[config.mk]
export PLATFORM = sky130hd
export DESIGN_NAME = sbuf_top
export DESIGN_NICKNAME = d
export VERILOG_FILES = /design/src/common/sbuf_pkg.sv /design/src/logic/sbuf_csr.sv /design/src/logic/sbuf_top.sv /design/src/store_buffer/sfifo2.sv /design/src/store_buffer/store_drain.sv
export SDC_FILE = /design/constraint.sdc
export NUM_CORES = 1
export LEC_CHECK = 0
export ABC_AREA = 1
export BUFFER_PORTS_ARGS = -buffer_cell sky130_fd_sc_hd__buf_2
export CAP_MARGIN = 20
export CORE_ASPECT_RATIO = 0.75
export CORE_UTILIZATION = 59
export DETAILED_ROUTE_END_ITERATION = 7
export GPL_TIMING_DRIVEN = 0
export PLACE_DENSITY_LB_ADDON = 0.08
export SLEW_MARGIN = 5
export SYNTH_ARGS = -nofsm -noshare
export SYNTH_HDL_FRONTEND = slang
export SYNTH_SLANG_ARGS = --single-unit
[constraint.sdc]
create_clock -name i_clk -period 8.6 [get_ports i_clk]
set_input_delay 0.43 -clock i_clk [delete_from_list [all_inputs] [get_ports i_clk]]
set_output_delay 0.43 -clock i_clk [all_outputs]
set_load 0.005 [all_outputs]
[src/common/sbuf_pkg.sv]
// Shared store buffer types and CSR map; the entry layout is {word address, strobe, data}, top bit first
package sbuf_pkg;

    // Word address, which is the byte address without its two low bits
    typedef logic [29:0] word_addr_t;

    // Full byte address as it appears on an AXI4-Lite address channel
    typedef logic [31:0] axi_addr_t;

    // Store data and its byte lane enables
    typedef logic [31:0] word_data_t;
    typedef logic [3:0]  byte_strb_t;

    // One pending store, address in the top bits and data in the bottom bits
    typedef logic [$bits(word_addr_t)+$bits(byte_strb_t)+$bits(word_data_t)-1:0] sbuf_entry_t;

    // Byte offset of a register inside the CSR block
    typedef logic [3:0] csr_addr_t;

    // Value of one CSR as seen on the register port
    typedef logic [31:0] csr_data_t;

    // AXI response code
    typedef logic [1:0] axi_resp_t;

    localparam axi_resp_t RESP_OKAY   = 2'b00;
    localparam axi_resp_t RESP_SLVERR = 2'b10;

    // Register map
    localparam csr_addr_t CSR_CTRL    = 4'h0;
    localparam csr_addr_t CSR_STATUS  = 4'h4;
    localparam csr_addr_t CSR_DRAINED = 4'h8;
    localparam csr_addr_t CSR_ERRORS  = 4'hC;

endpackage

[src/logic/sbuf_csr.sv]
// Offsets are decoded from the full 32-bit address; anything outside 0x0 to 0xC answers SLVERR
`timescale 1ns/10ps

module sbuf_csr (
    input  logic                 i_clk,
    input  logic                 i_reset,

    // AXI4-Lite write address and data
    input  logic                 i_s_awvalid,
    output logic                 o_s_awready,
    input  sbuf_pkg::axi_addr_t  i_s_awaddr,
    input  logic                 i_s_wvalid,
    output logic                 o_s_wready,
    input  sbuf_pkg::csr_data_t  i_s_wdata,
    input  sbuf_pkg::byte_strb_t i_s_wstrb,

    // AXI4-Lite write response
    output logic                 o_s_bvalid,
    input  logic                 i_s_bready,
    output sbuf_pkg::axi_resp_t  o_s_bresp,

    // AXI4-Lite read address and data
    input  logic                 i_s_arvalid,
    output logic                 o_s_arready,
    input  sbuf_pkg::axi_addr_t  i_s_araddr,
    output logic                 o_s_rvalid,
    input  logic                 i_s_rready,
    output sbuf_pkg::csr_data_t  o_s_rdata,
    output sbuf_pkg::axi_resp_t  o_s_rresp,

    // Buffer and drain engine state
    input  logic                 i_empty,
    input  logic                 i_full,
    input  logic                 i_busy,
    input  logic                 i_drained,
    input  logic                 i_err,

    output logic                 o_drain_en
);

    import sbuf_pkg::*;

    csr_data_t drained_cnt;
    csr_data_t err_cnt;
    csr_data_t rd_value;

    csr_addr_t wr_off;
    csr_addr_t rd_off;

    logic wr_take;
    logic rd_take;
    logic wr_known;
    logic rd_known;
    logic status_idle;

    // True for the four implemented register offsets
    function automatic logic offset_known(input axi_addr_t addr);
        logic hit;
        hit = 1'b0;
        if (addr[31:4] == '0) begin
            case (addr[3:0])
                CSR_CTRL, CSR_STATUS, CSR_DRAINED, CSR_ERRORS: hit = 1'b1;
                default: hit = 1'b0;
            endcase
        end
        return hit;
    endfunction

    assign wr_off   = i_s_awaddr[3:0];
    assign rd_off   = i_s_araddr[3:0];
    assign wr_known = offset_known(i_s_awaddr);
    assign rd_known = offset_known(i_s_araddr);

    // A write needs both address and data, and no response still waiting
    assign wr_take     = i_s_awvalid && i_s_wvalid && !o_s_bvalid;
    assign o_s_awready = wr_take;
    assign o_s_wready  = wr_take;

    // A read is accepted only once the previous data has been taken
    assign rd_take     = i_s_arvalid && !o_s_rvalid;
    assign o_s_arready = rd_take;

    // Nothing queued and no transaction in progress
    assign status_idle = i_empty && !i_busy;

    // Drain enable and counters, a register write takes priority over a pulse
    always_ff @(posedge i_clk) begin
        if (i_reset) begin
            o_drain_en  <= 1'b0;
            drained_cnt <= '0;
            err_cnt     <= '0;
        end else begin
            if (i_drained) begin
                drained_cnt <= drained_cnt + 1'b1;
            end
            if (i_err) begin
                err_cnt <= err_cnt + 1'b1;
            end
            if (wr_take && wr_known) begin
                case (wr_off)
                    CSR_CTRL: begin
                        if (i_s_wstrb[0]) begin
                            o_drain_en <= i_s_wdata[0];
                        end
                    end
                    // Any write to a counter clears it, whatever the data
                    CSR_DRAINED: drained_cnt <= '0;
                    CSR_ERRORS:  err_cnt <= '0;
                    default: ;
                endcase
            end
        end
    end

    // Write response handshake
    always_ff @(posedge i_clk) begin
        if (i_reset) begin
            o_s_bvalid <= 1'b0;
        end else if (wr_take) begin
            o_s_bvalid <= 1'b1;
        end else if (i_s_bready) begin
            o_s_bvalid <= 1'b0;
        end
    end

    always_ff @(posedge i_clk) begin
        if (wr_take) begin
            o_s_bresp <= wr_known ? RESP_OKAY : RESP_SLVERR;
        end
    end

    // Read data mux, unknown offsets read as zero
    always_comb begin
        rd_value = '0;
        case (rd_off)
            CSR_CTRL:    rd_value[0] = o_drain_en;
            CSR_STATUS:  rd_value[2:0] = {status_idle, i_full, i_empty};
            CSR_DRAINED: rd_value = drained_cnt;
            CSR_ERRORS:  rd_value = err_cnt;
            default:     rd_value = '0;
        endcase
        if (!rd_known) begin
            rd_value = '0;
        end
    end

    // Read data handshake
    always_ff @(posedge i_clk) begin
        if (i_reset) begin
            o_s_rvalid <= 1'b0;
        end else if (rd_take) begin
            o_s_rvalid <= 1'b1;
        end else if (i_s_rready) begin
            o_s_rvalid <= 1'b0;
        end
    end

    always_ff @(posedge i_clk) begin
        if (rd_take) begin
            o_s_rdata <= rd_value;
            o_s_rresp <= rd_known ? RESP_OKAY : RESP_SLVERR;
        end
    end

endmodule

[src/logic/sbuf_top.sv]
// SBUF_DEPTH must be a power of two of at least 2; only the AXI write channels exist on the memory side
`timescale 1ns/10ps

module sbuf_top #(
    parameter int SBUF_DEPTH = 8
) (
    input  logic                 i_clk,
    input  logic                 i_reset,

    // Core store port
    input  logic                 i_st_valid,
    output logic                 o_st_ready,
    input  sbuf_pkg::word_addr_t i_st_addr,
    input  sbuf_pkg::byte_strb_t i_st_strb,
    input  sbuf_pkg::word_data_t i_st_data,

    // AXI4-Lite master, write channels
    output logic                 o_m_awvalid,
    input  logic                 i_m_awready,
    output sbuf_pkg::axi_addr_t  o_m_awaddr,
    output logic                 o_m_wvalid,
    input  logic                 i_m_wready,
    output sbuf_pkg::word_data_t o_m_wdata,
    output sbuf_pkg::byte_strb_t o_m_wstrb,
    input  logic                 i_m_bvalid,
    output logic                 o_m_bready,
    input  sbuf_pkg::axi_resp_t  i_m_bresp,

    // AXI4-Lite slave for the registers
    input  logic                 i_s_awvalid,
    output logic                 o_s_awready,
    input  sbuf_pkg::axi_addr_t  i_s_awaddr,
    input  logic                 i_s_wvalid,
    output logic                 o_s_wready,
    input  sbuf_pkg::csr_data_t  i_s_wdata,
    input  sbuf_pkg::byte_strb_t i_s_wstrb,
    output logic                 o_s_bvalid,
    input  logic                 i_s_bready,
    output sbuf_pkg::axi_resp_t  o_s_bresp,
    input  logic                 i_s_arvalid,
    output logic                 o_s_arready,
    input  sbuf_pkg::axi_addr_t  i_s_araddr,
    output logic                 o_s_rvalid,
    input  logic                 i_s_rready,
    output sbuf_pkg::csr_data_t  o_s_rdata,
    output sbuf_pkg::axi_resp_t  o_s_rresp,

    // High when every accepted store has reached memory, usable for fences
    output logic                 o_sb_idle
);

    import sbuf_pkg::*;

    sbuf_entry_t st_entry;
    sbuf_entry_t head_entry;

    logic fifo_full;
    logic fifo_empty;
    logic pop;
    logic drain_en;
    logic drained_pulse;
    logic err_pulse;
    logic busy;

    // Pack the store fields in the order the drain engine expects
    assign st_entry   = {i_st_addr, i_st_strb, i_st_data};
    assign o_st_ready = !fifo_full;
    assign o_sb_idle  = fifo_empty && !busy;

    sfifo2 #(
        .FW (SBUF_DEPTH),
        .DW ($bits(sbuf_entry_t))
    ) u_fifo (
        .i_clk     (i_clk),
        .i_reset   (i_reset),
        .i_wr_en   (i_st_valid && o_st_ready),
        .i_wr_data (st_entry),
        .o_full    (fifo_full),
        .i_rd      (pop),
        .o_rd_data (head_entry),
        .o_empty   (fifo_empty)
    );

    store_drain u_drain (
        .i_clk       (i_clk),
        .i_reset     (i_reset),
        .i_drain_en  (drain_en),
        .i_empty     (fifo_empty),
        .i_entry     (head_entry),
        .o_pop       (pop),
        .o_m_awvalid (o_m_awvalid),
        .i_m_awready (i_m_awready),
        .o_m_awaddr  (o_m_awaddr),
        .o_m_wvalid  (o_m_wvalid),
        .i_m_wready  (i_m_wready),
        .o_m_wdata   (o_m_wdata),
        .o_m_wstrb   (o_m_wstrb),
        .i_m_bvalid  (i_m_bvalid),
        .o_m_bready  (o_m_bready),
        .i_m_bresp   (i_m_bresp),
        .o_drained   (drained_pulse),
        .o_err       (err_pulse),
        .o_busy      (busy)
    );

    sbuf_csr u_csr (
        .i_clk       (i_clk),
        .i_reset     (i_reset),
        .i_s_awvalid (i_s_awvalid),
        .o_s_awready (o_s_awready),
        .i_s_awaddr  (i_s_awaddr),
        .i_s_wvalid  (i_s_wvalid),
        .o_s_wready  (o_s_wready),
        .i_s_wdata   (i_s_wdata),
        .i_s_wstrb   (i_s_wstrb),
        .o_s_bvalid  (o_s_bvalid),
        .i_s_bready  (i_s_bready),
        .o_s_bresp   (o_s_bresp),
        .i_s_arvalid (i_s_arvalid),
        .o_s_arready (o_s_arready),
        .i_s_araddr  (i_s_araddr),
        .o_s_rvalid  (o_s_rvalid),
        .i_s_rready  (i_s_rready),
        .o_s_rdata   (o_s_rdata),
        .o_s_rresp   (o_s_rresp),
        .i_empty     (fifo_empty),
        .i_full      (fifo_full),
        .i_busy      (busy),
        .i_drained   (drained_pulse),
        .i_err       (err_pulse),
        .o_drain_en  (drain_en)
    );

endmodule

[src/store_buffer/sfifo2.sv]
// FW must be a power of two of at least 2; a write while full and a read while empty are dropped
`timescale 1ns/10ps

module sfifo2 #(
    parameter int FW = 8,
    parameter int DW = 66
) (
    input  logic          i_clk,
    input  logic          i_reset,
    input  logic          i_wr_en,
    input  logic [DW-1:0] i_wr_data,
    output logic          o_full,
    input  logic          i_rd,
    output logic [DW-1:0] o_rd_data,
    output logic          o_empty
);

    localparam int AW = $clog2(FW);

    // Storage has no reset, only the pointers carry state that matters
    logic [DW-1:0] mem [FW];

    // Both pointers have one bit above the index, which flips on every wrap
    logic [AW:0] head_ptr;
    logic [AW:0] tail_ptr;

    logic do_write;
    logic do_read;

    assign do_write = i_wr_en && !o_full;
    assign do_read  = i_rd && !o_empty;

    // Same index and same wrap bit means nothing is stored
    assign o_empty = (head_ptr == tail_ptr);

    // Same index with differing wrap bits means the tail has lapped the head
    assign o_full = (head_ptr[AW] != tail_ptr[AW]) &&
                    (head_ptr[AW-1:0] == tail_ptr[AW-1:0]);

    // The head entry is presented combinationally
    assign o_rd_data = mem[head_ptr[AW-1:0]];

    always_ff @(posedge i_clk) begin
        if (i_reset) begin
            head_ptr <= '0;
            tail_ptr <= '0;
        end else begin
            if (do_write) begin
                tail_ptr <= tail_ptr + 1'b1;
            end
            if (do_read) begin
                head_ptr <= head_ptr + 1'b1;
            end
        end
    end

    always_ff @(posedge i_clk) begin
        if (do_write) begin
            mem[tail_ptr[AW-1:0]] <= i_wr_data;
        end
    end

endmodule

[src/store_buffer/store_drain.sv]
// One AXI4-Lite write in flight at a time; the head entry is popped only after its B response
`timescale 1ns/10ps

module store_drain (
    input  logic                  i_clk,
    input  logic                  i_reset,

    // Control from the register block
    input  logic                  i_drain_en,

    // Head of the store buffer
    input  logic                  i_empty,
    input  sbuf_pkg::sbuf_entry_t i_entry,
    output logic                  o_pop,

    // AXI4-Lite write address channel
    output logic                  o_m_awvalid,
    input  logic                  i_m_awready,
    output sbuf_pkg::axi_addr_t   o_m_awaddr,

    // AXI4-Lite write data channel
    output logic                  o_m_wvalid,
    input  logic                  i_m_wready,
    output sbuf_pkg::word_data_t  o_m_wdata,
    output sbuf_pkg::byte_strb_t  o_m_wstrb,

    // AXI4-Lite write response channel
    input  logic                  i_m_bvalid,
    output logic                  o_m_bready,
    input  sbuf_pkg::axi_resp_t   i_m_bresp,

    // Completion reporting
    output logic                  o_drained,
    output logic                  o_err,
    output logic                  o_busy
);

    import sbuf_pkg::*;

    typedef enum logic [1:0] {
        IDLE,
        SEND,
        WAIT_B
    } drain_state_t;

    drain_state_t state;

    word_addr_t head_addr;
    byte_strb_t head_strb;
    word_data_t head_data;

    logic start;
    logic aw_done;
    logic w_done;
    logic b_done;
    logic aw_clear;
    logic w_clear;

    // Split the head entry into its fields
    assign {head_addr, head_strb, head_data} = i_entry;

    // A new write only begins from IDLE, and only while the drain is enabled
    assign start = (state == IDLE) && i_drain_en && !i_empty;

    assign aw_done = o_m_awvalid && i_m_awready;
    assign w_done  = o_m_wvalid && i_m_wready;
    assign b_done  = o_m_bready && i_m_bvalid;

    // A channel counts as finished once its handshake happens now or has happened before
    assign aw_clear = aw_done || !o_m_awvalid;
    assign w_clear  = w_done || !o_m_wvalid;

    always_ff @(posedge i_clk) begin
        if (i_reset) begin
            state       <= IDLE;
            o_m_awvalid <= 1'b0;
            o_m_wvalid  <= 1'b0;
        end else begin
            case (state)
                IDLE: begin
                    if (start) begin
                        state       <= SEND;
                        o_m_awvalid <= 1'b1;
                        o_m_wvalid  <= 1'b1;
                    end
                end
                SEND: begin
                    // AW and W may be taken in either order or on the same edge
                    if (aw_done) begin
                        o_m_awvalid <= 1'b0;
                    end
                    if (w_done) begin
                        o_m_wvalid <= 1'b0;
                    end
                    if (aw_clear && w_clear) begin
                        state <= WAIT_B;
                    end
                end
                WAIT_B: begin
                    if (b_done) begin
                        state <= IDLE;
                    end
                end
                default: begin
                    state <= IDLE;
                end
            endcase
        end
    end

    // Capture the head entry for the whole transaction
    always_ff @(posedge i_clk) begin
        if (start) begin
            o_m_awaddr <= {head_addr, 2'b00};
            o_m_wdata  <= head_data;
            o_m_wstrb  <= head_strb;
        end
    end

    assign o_m_bready = (state == WAIT_B);

    // The store leaves the buffer on the same edge memory acknowledges it
    assign o_pop     = b_done;
    assign o_drained = b_done;
    assign o_err     = b_done && (i_m_bresp != RESP_OKAY);
    assign o_busy    = (state != IDLE);

endmodule

==> parameters.txt, run 1 <==
Parameter                              Value

Power
  Power per Cell Area ... 209.9 nW/um^2
  Maximum ir drop on the vdd rail ... around 210 uV
  Cell Int Power ... 5.552 mW
  Power share of the sequential group ... 0.546
  Net Switching ... around 1.4 mW
  Fraction of power spent switching nets ... 0.2055
  Standby leakage power ... 11.74 nW
  Power share of the clock group ... 0.423
  Relative contribution of combinational cells to total power ... 0.031

CTS
  Worst-skew pair later-pin latency ... roughly 0.62 ns
  CTS Hold Buffers Added ... 0
  Max Root-Sink Buffers ... 3
  CTS clock-pin slew for the worst setup and hold paths ... about 0.06 ns
  Root buffer cell ... clkbuf_16
  H-tree Lvls ... 3
  Num CTS Buffers ... 68
  Post-CTS setup repair buffer count ... 0
  Clk sinks ... around 710
  Post-CTS Resized ... 0
  Clock tree from TritonCTS ... yes

Placement
  Port Buffers ... around 250
  Half-perimeter wire length of the detailed placement result ... approximately 50000 um
  GP Congestion ... 0.8946
  Worst slack, placed ... roughly 5.2 ns
  Placed Cells ... around 3400

STA
  Smallest setup slack after layout ... ~5.1 ns
  Worst-margin pin slew ... 1.043 ns
  Slew margin rel. ... 0.3046
  Setup repair after global routing missed its margin ... false
  Achievable clock frequency ... ~280 MHz
  Share of the cycle needed by the critical path after routing ... 0.4100
  Clock skew after layout ... about 0.024 ns
  Total of endpoints with negative setup slack in the final report ... 0
  Number of hold-slack violations in the final timing report ... 0
  Pins Over Slew Limit ... 0
  Crit path time final ... around 3.5 ns

Global routing
  Global-route wire length before repair ... about 110000 um
  Total global routing overflow ... 0
  Via count of the first global-routing pass ... between 15000 and 20000
  Number of antenna violations at the first check in global routing ... 7
  Pin count of the biggest net entering global routing ... 50
  GR Util All Layers ... 0.3123

Finish
  Number of cells in the finished layout apart from fillers ... ~3500
  Net count reported at finish ... 2994
  Layout cell share with drive strength beyond 1 ... 0.1575
  Area grow syn2layout ... 17.43%
  Area taken by multi-input logic gates ... 6903 sq um
  Sequential cell area ... just over 20000 sq um
  Layout filler cell count ... roughly 3400

Floorplanning
  Core ar. ... between 40000 and 50000 sq um
  Die Ht ... 191.9 um
  Die Outline Area ... roughly 49000 sq um
  Row cnt ... a little under 70
  Total I/O pin count ... just under 300
  Starting density of the core ... 0.5983
  Die span in x ... 255.1 um

Route
  Wire length reported by the detailed router ... between 70000 and 80000 um
  Routed wirelength normalized by instance count ... roughly 22 um
  1st-pass router iterations ... 7
  Ratio of routed vias to standard cells ... about 5.8
  Via count ... 20430
  DRC Markers ... 0
  Number of routed nets with antenna violations ... 0
  Initial DRC count ... between 2000 and 2500

Synth
  Share of async-settable or async-resettable flops after synthesis ... 0
  Largest family of logic cells by synthesized area ... simple AND/OR/NAND/NOR gates
  Leading post-synthesis cells by cell area ... edfxtp_1, nor2_1, dfxtp_1
  Adder-Cell Fraction of Synth Area ... 0.001765
  Area fraction in compound gates after synthesis ... 0.09019
  XOR/XNOR share of the synthesized area ... 0.01081
  Post-synth EDFFs ... between 600 and 700
  Post-synthesis mux area share ... 0
  Average cell area after synthesis ... about 12 sq um
  Cell area after synthesis ... 28360 sq um
  Library cell occupying the most area in the post-synthesis netlist ... edfxtp_1
  Prevailing post-synth register cell ... edfxtp_1
  Number of synthesized register bits ... 707
  Most frequent cells after synthesis ... edfxtp_1, nor2_1, nand2_1
  Yosys warnings ... 0
  Simple-gate portion of the synthesized area ... 0.1378
  Synth unique cells ... 39
  Post-synthesis instance total ... about 2500
  Most frequent cell after synthesis ... edfxtp_1
  Area share of the leading cell type in the synthesized netlist ... 0.6650
  Share of the yosys chip area belonging to registers ... 0.7208

Min path
  Type of the tightest min-delay check ... input pin to register

Critical path
  CP most frequent cell ... nand2_1
  Required time at the endpoint of the critical path ... between 8 and 9 ns
  Cells along the critical path ... buf_2 > nand2_1 > nand2_1 > nor2_2 > nand4_2 > nand2_1 > inv_2 > nand2_1 > nor2_4 > buf_12 > buf_12
  Critical Path Start Type ... register
  Cell at the slowest stage of the critical path ... nor2_4
  Total buffers and inverters traversed by the critical path ... 4
  Capturing element type of the critical path ... register
  Kind of cell adding the most delay to the critical path ... simple AND/OR/NAND/NOR gates
  CP arrival ... 3.83 ns
  Highest net fanout along the worst path ... 24
  Critical path type ... register to register
  Biggest cell delay along the critical path ... a little under 0.8 ns
  R2R setup slack ... 5.07 ns

Job
  Number of max-capacitance violations reported ... 0

Outcome
  Result of the run ... finished clean
==> layout by cell type (no fill, tap or decap), types with 18 or more instances in the layout <==
cell / synthesis / final
clkbuf_1: 84 / 97
o22ai_1: 162 / 162
nor2_1: 467 / 459
o21ai_0: 272 / 272
nand3_1: 60 / 60
buf_2: 22 / 274
nand2_1: 378 / 378
xor2_1: 35 / 35
nand4_1: 25 / 25
a21oi_1: 33 / 33
buf_4: 15 / 18
inv_1: 131 / 130
clkbuf_16: 0 / 70
dfxtp_1: 79 / 79
edfxtp_1: 628 / 628
==> worst register-to-register path, delay by kind of cell, from the launching register on <==
kind / cells / cell delay (ns)
buffers and inverters: 4 / 1.07
DFF: 1 / 0.58
and+or+nand+nor: 7 / 1.56
==> layer usage <==
metal / vias to the layer above / share of wire / global-route usage
met4: 2 / 0.025 / 0.1018
met2: 1072 / 0.46 / 0.4793
met1: 9870 / 0.42 / 0.4546
li1: 9345 / - / -
met3: 141 / 0.098 / 0.05719
met5: - / 0.00018 / 0
==> sequential cells by signal, indices dropped and copies added (netlist names) <==
| name | cells |
|---|---|
| u_csr.o_s_bvalid | 1 |
| u_drain.o_m_wdata | 32 |
| u_drain.state | 2 |
| u_drain.o_m_wstrb | 4 |
| u_csr.err_cnt | 32 |
| u_csr.o_s_bresp | 1 |
| u_drain.o_m_wvalid | 1 |
| u_csr.drained_cnt | 32 |
| u_drain.o_m_awvalid | 1 |
| u_csr.o_drain_en | 1 |
| u_csr.o_s_rvalid | 1 |
| u_fifo.mem | 528 |
| u_csr.o_s_rresp | 1 |
| u_csr.o_s_rdata | 32 |
| u_drain.o_m_awaddr | 30 |
| u_fifo.head_ptr | 4 |
| u_fifo.tail_ptr | 4 |
==> final timing paths <==
path,from,end,cells past startpoint
max,u_fifo.head_ptr[0],u_fifo.mem[1][30],11
min,i_st_addr[14],u_fifo.mem[2][50],1
max reg2reg,u_fifo.head_ptr[0],u_fifo.mem[1][30],11
min reg2reg,u_csr.drained_cnt[31],u_csr.drained_cnt[31],2
==> power groups by stage <==
stage	Clock [mW]	Combinational [mW]	Sequential, mW
final	2.96	0.216	3.82
after global routing	3.10	0.239	3.82
after CTS	2.97	0.215	3.82
after detailed placement	0	0.213	3.89
after global placement	0	0.186	3.90
after floorplan	0	0.0806	3.90
==> cell type report <==
type                       count  share of cell area
sequential                   707              0.6138
multi-input combinational   1485              0.2073
tap                          639             0.02401
clock inverter                37             0.01015
antenna                        7           0.0005261
timing repair buffer         283             0.05606
buffer                       126             0.01695
clock buffer                  86             0.05531
inverter                     140             0.01586
==> per-stage QoR <==
step / TNS [ns] / area, sq um / hold WS, ns / power (mW) / util
6_report: 0 / 33300 / 0.08439 / 6.988 / 0.7025
5_1_grt: 0 / 33290 / 0.06830 / 7.158 / 0.7023
4_1_cts: 0 / 33280 / 0.04771 / 7.002 / 0.7022
3_5_place_dp: 0 / 31100 / 0.4652 / 4.104 / 0.6562
3_3_place_gp: -160.93 / 30430 / 0.4488 / 4.087 / 0.6420
2_1_floorplan: 0 / 28370 / 0.4392 / 3.976 / -
==> kinds of logic (layout without fill, tap and decap cells) <==
| kind of cell | after synthesis | count (layout) |
|---|---|---|
| compound gates | 470 | 470 |
| xor+xnor | 35 | 35 |
| fa+ha+maj | 4 | 4 |
| buf+inv | 266 | 672 |
| flops | 707 | 707 |
| other cells | 1 | 11 |
| simple gates | 972 | 972 |
Power figures use the tool's default switching activity.
==> inputs of run 2 (changes only) <==
--- a/config.mk
+++ b/config.mk
@@ -5,11 +5,11 @@
 export SDC_FILE = /design/constraint.sdc
 export NUM_CORES = 1
 export LEC_CHECK = 0
-export ABC_AREA = 1
+export ABC_AREA = 0
 export BUFFER_PORTS_ARGS = -buffer_cell sky130_fd_sc_hd__buf_2
 export CAP_MARGIN = 20
 export CORE_ASPECT_RATIO = 0.75
-export CORE_UTILIZATION = 59
+export CORE_UTILIZATION = 53
 export DETAILED_ROUTE_END_ITERATION = 7
 export GPL_TIMING_DRIVEN = 0
 export PLACE_DENSITY_LB_ADDON = 0.08
==> constraint.sdc (replaced) <==
create_clock -name i_clk -period 2.8 [get_ports i_clk]
set_input_delay 0.14 -clock i_clk [delete_from_list [all_inputs] [get_ports i_clk]]
set_output_delay 0.14 -clock i_clk [all_outputs]
set_load 0.005 [all_outputs]
==> parameters.txt, run 2 <==
Parameter                              Value

Finish
  Commonest non-fill, non-tap cell in the layout ... edfxtp_1
  Net count reported at finish ... 2039
  Post-route standard cell area excluding fillers ... ~33000 sq um
  Area taken by multi-input logic gates ... ~6400 sq um
  Layout cell share with drive strength beyond 1 ... 0.3391
  Number of flip-flops under the largest register name ... between 500 and 600
  Sequential cell area ... approximately 20000 sq um
  Area grow syn2layout ... 21.61%
  Most used cells in the layout excluding fill and tap cells ... edfxtp_1, buf_2, mux4_2
  Layout filler cell count ... 3456
  Number of cells in the finished layout apart from fillers ... between 2000 and 3000

Route
  Ratio of routed vias to standard cells ... 5.726
  Number of routed nets with antenna violations ... 0
  Initial DRC count ... 1216
  DRC Markers ... 0
  Wire length reported by the detailed router ... 59980 um
  Routed wirelength normalized by instance count ... between 20 and 25 um
  Via count ... 14709
  1st-pass router iterations ... 5

Synth
  Number of synthesized register bits ... between 700 and 800
  Post-synthesis instance total ... between 1000 and 1500
  Most frequent cells after synthesis ... edfxtp_1, mux4_2, nor2_1
  Average cell area after synthesis ... 19.20 sq um
  Library cell occupying the most area in the post-synthesis netlist ... edfxtp_1
  Share of the yosys chip area belonging to registers ... 0.7538
  Yosys warnings ... 0
  Area share of the leading cell type in the synthesized netlist ... 0.6955
  Prevailing post-synth register cell ... edfxtp_1
  Leading post-synthesis cells by cell area ... edfxtp_1, mux4_2, dfxtp_1
  Share of async-settable or async-resettable flops after synthesis ... 0
  Synth unique cells ... between 50 and 60
  Post-synth EDFFs ... 628
  Most frequent cell after synthesis ... edfxtp_1
  Cell area after synthesis ... ~27000 sq um

STA
  Smallest setup slack after layout ... 0.2486 ns
  Fin Hold WS ... 0.05650 ns
  Setup repair after global routing missed its margin ... false
  Slew margin rel. ... 0.3693
  Worst-margin pin slew ... between 0.9 and 1 ns
  Clock skew after layout ... 0.02505 ns
  Share of the cycle needed by the critical path after routing ... 0.9112
  Achievable clock frequency ... a little under 400 MHz
  Crit path time final ... 2.551 ns
  Total of endpoints with negative setup slack in the final report ... 0
  Number of hold-slack violations in the final timing report ... 0
  Pins Over Slew Limit ... 0

Global routing
  Number of antenna violations at the first check in global routing ... 4
  Pin count of the biggest net entering global routing ... 48
  Total global routing overflow ... 0
  Via count of the first global-routing pass ... between 15000 and 20000
  GR Util All Layers ... 0.2356
  Global-route wire length before repair ... roughly 90000 um

CTS
  Num CTS Buffers ... 70
  CTS clock-pin slew for the worst setup and hold paths ... ~0.060 ns
  H-tree Lvls ... 3
  Root buffer cell ... clkbuf_16
  Clk sinks ... 707
  Post-CTS Resized ... 0
  Clock tree from TritonCTS ... yes
  Worst-skew pair later-pin latency ... 0.61 ns
  Max Root-Sink Buffers ... 3

Floorplanning
  Row cnt ... 71
  Die span in x ... roughly 260 um
  Starting density of the core ... 0.5393
  Total I/O pin count ... 293
  Die Ht ... 197.9 um
  Die Outline Area ... between 50000 and 60000 sq um
  Core ar. ... 50280 sq um

Power
  Power per Cell Area ... about 650 nW/um^2
  Power share of the sequential group ... 0.548
  Maximum ir drop on the vdd rail ... 453.0 uV
  Fraction of power spent switching nets ... 0.2008
  Cell Int Power ... between 15 and 20 mW
  Standby leakage power ... around 11 nW
  Relative contribution of combinational cells to total power ... 0.035
  Net Switching ... between 4 and 5 mW
  Post-route total power ... 21.33 mW
  Power share of the clock group ... 0.416

Critical path
  FF-to-FF Start ... u_fifo.head_ptr[1]
  Critical path origin ... u_fifo.head_ptr[1]
  Highest net fanout along the worst path ... 12
  CP arrival ... between 2 and 3 ns
  Critical path type ... register to register
  Cells along the critical path ... clkbuf_8 > xnor2_2 > nand4_1 > nand2_1 > or2_4 > nor3_4 > buf_8 > buf_16 > buf_16 > buf_16
  Total buffers and inverters traversed by the critical path ... 5
  CP most frequent cell ... buf_16
  Kind of cell adding the most delay to the critical path ... buffers and inverters
  Critical Path Start Type ... register
  Cell at the slowest stage of the critical path ... dfxtp_1
  Biggest cell delay along the critical path ... roughly 0.32 ns
  Capturing element type of the critical path ... register
  Required time at the endpoint of the critical path ... just over 3 ns

Placement
  Instance area after placement ... 29950 sq um
  GP Congestion ... ~0.87
  Half-perimeter wire length of the detailed placement result ... around 38000 um
  Placed Cells ... between 2000 and 2500
  Worst slack, placed ... -0.4157 ns
  Port Buffers ... between 200 and 300

Job
  Number of max-capacitance violations reported ... 0

Min path
  Type of the tightest min-delay check ... input pin to register
  Startpoint of the worst hold path ... i_s_wvalid

Outcome
  Result of the run ... finished clean
run 2: cell types whose count changed after synthesis, sizes merged, moves of 20 or more:
| cell | before | now |
|---|---|---|
| o22ai | 162 | 0 |
| nand2 | 379 | 38 |
| nand3 | 62 | 24 |
| o21ai | 274 | 20 |
| nor4 | 1 | 21 |
| mux2 | 0 | 66 |
| clkbuf | 84 | 30 |
| inv | 139 | 13 |
| mux4 | 0 | 132 |
| nor2 | 475 | 104 |
| a22oi | 0 | 29 |
run 2: metal layers:
metal	part of all wire	global-route usage
met1	0.45	0.3335
met2	0.47	0.3766
met3	0.057	0.04950
met4	0.021	0.06130
met5	0.00048	0
run 2: power groups by stage:
stage	Combinational, mW	Clock [mW]	Sequential, mW
6_report	0.752	8.88	11.7
2_1_floorplan	0.259	0	11.9
3_5_place_dp	0.657	0	11.9
3_3_place_gp	0.575	0	11.9
5_1_grt	0.817	9.45	11.7
4_1_cts	0.761	9.05	11.7
run 2: final timing paths:
kind	slack, ns	depth (start not counted)	to
max	0.25	10	u_fifo.mem[0][21]
min	0.06	2	u_csr.o_s_bresp[1]
max reg2reg	0.25	10	u_fifo.mem[0][21]
min reg2reg	0.47	2	u_drain.o_m_wvalid
run 2: cell families (layout without fill, tap and decap cells):
logic type | count (synthesis) | in the layout | synth area share
AO/OA/AOI/OAI | 87 | 87 | 0.02030
XOR/XNOR | 53 | 53 | 0.01712
adder cells (fa/ha/maj) | 4 | 4 | 0.001846
buffers and inverters | 79 | 575 | 0.01347
flip-flops | 707 | 707 | 0.7538
multiplexers | 201 | 201 | 0.1382
other | 1 | 5 | 0.0001383
AND/OR/NAND/NOR | 280 | 280 | 0.05514
run 2: through the flow:
| step | utilization | setup TNS, ns |
|---|---|---|
| after detailed placement | 0.5956 | -17.02 |
| after global routing | 0.6558 | 0 |
| after floorplan | - | -51.99 |
| final | 0.6558 | 0 |
| after global placement | 0.5837 | -878.17 |
| after CTS | 0.6556 | 0 |
run 2: area by class of cell:
cell class,count,area share
buffer,66,0.01070
clock inverter,28,0.006261
clock buffer,99,0.05874
timing repair buffer,369,0.08287
tap,657,0.02493
sequential,707,0.6199
antenna,1,0.00007589
multi-input combinational,629,0.1948
inverter,13,0.001632
run 2: what timing repair did:
action	CTS	global route
hold buffers	85	0
endpoints found under the hold margin	545	0
pin swaps	3	1
setup endpoints to repair	82	41
setup buffers	3	1
gates cloned	0	0
run 2: worst reg2reg max path, delay by kind of cell, from the launching register on:
kind,cells,cell delay [ns]
flip-flops,1,0.32
buffers and inverters,5,0.92
XOR/XNOR,1,0.16
AND/OR/NAND/NOR,4,0.87
==> inputs of run 3 (changes only) <==
--- a/config.mk
+++ b/config.mk
@@ -12,6 +12,7 @@
 export CORE_UTILIZATION = 53
 export DETAILED_ROUTE_END_ITERATION = 7
 export GPL_TIMING_DRIVEN = 0
+export MAX_ROUTING_LAYER = met4
 export PLACE_DENSITY_LB_ADDON = 0.08
 export SLEW_MARGIN = 5
 export SYNTH_ARGS = -nofsm -noshare
==> constraint.sdc (replaced) <==
create_clock -name i_clk -period 2.2 [get_ports i_clk]
set_input_delay 0.11 -clock i_clk [delete_from_list [all_inputs] [get_ports i_clk]]
set_output_delay 0.11 -clock i_clk [all_outputs]
set_load 0.005 [all_outputs]
==> parameters.txt, run 3 (synthesized netlist as in run 2, its figures left out) <==
Parameter                              Value

Outcome
  Result of the run ... complete, but fails checks
  Violations in the final reports ... setup timing

Floorplanning
  Total I/O pin count ... 293
  Core ar. ... roughly 50000 sq um
  Die Outline Area ... between 50000 and 60000 sq um
  Starting density of the core ... 0.5393
  Die Ht ... 197.9 um
  Die span in x ... 263.2 um
  Row cnt ... 71

Route
  Number of routed nets with antenna violations ... 0
  Ratio of routed vias to standard cells ... 5.745
  1st-pass router iterations ... 5
  Via count ... about 15000
  Initial DRC count ... ~1400
  Routed wirelength normalized by instance count ... 24.02 um
  Wire length reported by the detailed router ... between 60000 and 70000 um
  DRC Markers ... 0

Min path
  Type of the tightest min-delay check ... input pin to register

Finish
  Net count reported at finish ... approximately 2100
  Number of flip-flops under the largest register name ... between 500 and 600
  Commonest non-fill, non-tap cell in the layout ... edfxtp_1
  Most used cells in the layout excluding fill and tap cells ... edfxtp_1, buf_2, mux4_2
  Area grow syn2layout ... 25.55%
  Layout cell share with drive strength beyond 1 ... 0.3743

STA
  Achievable clock frequency ... ~440 MHz
  Clock skew after layout ... around 0.022 ns
  Total negative setup slack ... -0.9576 ns
  Number of hold-slack violations in the final timing report ... 0
  Total of endpoints with negative setup slack in the final report ... 65
  Share of the cycle needed by the critical path after routing ... 1.022
  Smallest setup slack after layout ... -0.04769 ns
  Fin Hold WS ... ~0.082 ns
  Crit path time final ... about 2.2 ns
  Pins Over Slew Limit ... 0
  Setup repair after global routing missed its margin ... true
  Worst-margin pin slew ... between 1 and 1.5 ns
  Slew margin rel. ... 0.3163

CTS
  Root buffer cell ... clkbuf_16
  Clk sinks ... slightly above 700
  Num CTS Buffers ... 68
  Clock tree from TritonCTS ... yes
  H-tree Lvls ... 3
  Max Root-Sink Buffers ... 3
  CTS clock-pin slew for the worst setup and hold paths ... ~0.060 ns
  Worst-skew pair later-pin latency ... 0.61 ns

Power
  Maximum ir drop on the vdd rail ... around 550 uV
  Relative contribution of combinational cells to total power ... 0.040
  Cell Int Power ... around 22 mW
  Fraction of power spent switching nets ... 0.2000
  Power share of the sequential group ... 0.537
  Power per Cell Area ... 814.3 nW/um^2
  Standby leakage power ... around 11 nW
  Net Switching ... approximately 5.5 mW
  Power share of the clock group ... 0.423

Global routing
  Pin count of the biggest net entering global routing ... 39
  Total global routing overflow ... 0
  GR Util All Layers ... 0.2498
  Number of antenna violations at the first check in global routing ... 7
  Via count of the first global-routing pass ... 15028
  Global-route wire length before repair ... just over 90000 um

Critical path
  Capturing element type of the critical path ... register
  Critical Path Start Type ... register
  CP arrival ... 2.56 ns
  CP most frequent cell ... buf_8
  Biggest cell delay along the critical path ... roughly 0.33 ns
  Highest net fanout along the worst path ... 6
  Required time at the endpoint of the critical path ... approximately 2.5 ns
  Kind of cell adding the most delay to the critical path ... buffers and inverters
  Total buffers and inverters traversed by the critical path ... 6
  Critical path type ... register to register
  Cells along the critical path ... buf_8 > xnor2_4 > nand4_1 > buf_4 > nand2_2 > or2_4 > buf_8 > nor3_4 > buf_6 > buf_12 > clkbuf_16
  Cell at the slowest stage of the critical path ... dfxtp_2

Placement
  GP Congestion ... around 0.87
  Port Buffers ... roughly 250
  Half-perimeter wire length of the detailed placement result ... between 30000 and 40000 um

Job
  Number of max-capacitance violations reported ... 0
-- run 3: power groups by stage --
stage | logic [mW] | registers [mW] | clock network [mW]
floorplan | 0.331 | 15.2 | 0
global placement | 0.719 | 15.2 | 0
detailed placement | 0.827 | 15.2 | 0
CTS | 1.04 | 14.9 | 11.9
global route | 1.18 | 14.9 | 12.4
finish | 1.10 | 14.9 | 11.7
-- run 3: metrics by stage --
step	setup slack (ns)	utilization	area, sq um	power (mW)	instances
after floorplan	-1.069	-	27280	15.51	1415
after global placement	-2.920	0.5840	29360	15.90	2325
after detailed placement	-0.8448	0.5976	30050	16.01	2357
after CTS	-0.06489	0.6696	33670	27.87	2601
after global routing	-0.1087	0.6770	34040	28.49	2633
final	-0.04769	0.6770	34040	27.72	2633
-- run 3: area by class of cell --
cell class                 instances  area [sq um]
sequential                       707         20450
clock inverter                    40         392.9
multi-input combinational        630          6531
antenna                            7         17.52
buffer                            63         390.4
timing repair buffer             431          3538
timing repair inverter             1         7.507
fill                            3364         16240
inverter                          13         56.30
tap                              657         822.0
clock buffer                      84          1833
-- run 3: path summary, 6_finish.rpt --
kind,to,start,slack [ns],cells after the start
max,u_fifo.mem[0][31],u_fifo.tail_ptr[2],-0.05,11
min,u_csr.o_s_rdata[20],i_s_arvalid,0.08,2
max reg2reg,u_fifo.mem[0][31],u_fifo.tail_ptr[2],-0.05,11
min reg2reg,u_drain.o_m_wvalid,u_drain.o_m_wvalid,0.48,2
-- run 3: routing by layer --
metal | vias up | track usage | part of all wire
met3 | 89 | 0.04315 | 0.061
li1 | 6712 | - | -
met2 | 528 | 0.3828 | 0.48
met1 | 7797 | 0.3475 | 0.44
met5 | - | - | 0
met4 | 0 | 0.07494 | 0.023
-- run 3: what timing repair did --
action	CTS	global route
setup endpoints to repair	619	440
gates cloned	7	6
gates resized for setup	56	27
hold buffers	89	0
pin swaps	12	7
setup buffers	29	25
endpoints found under the hold margin	548	0
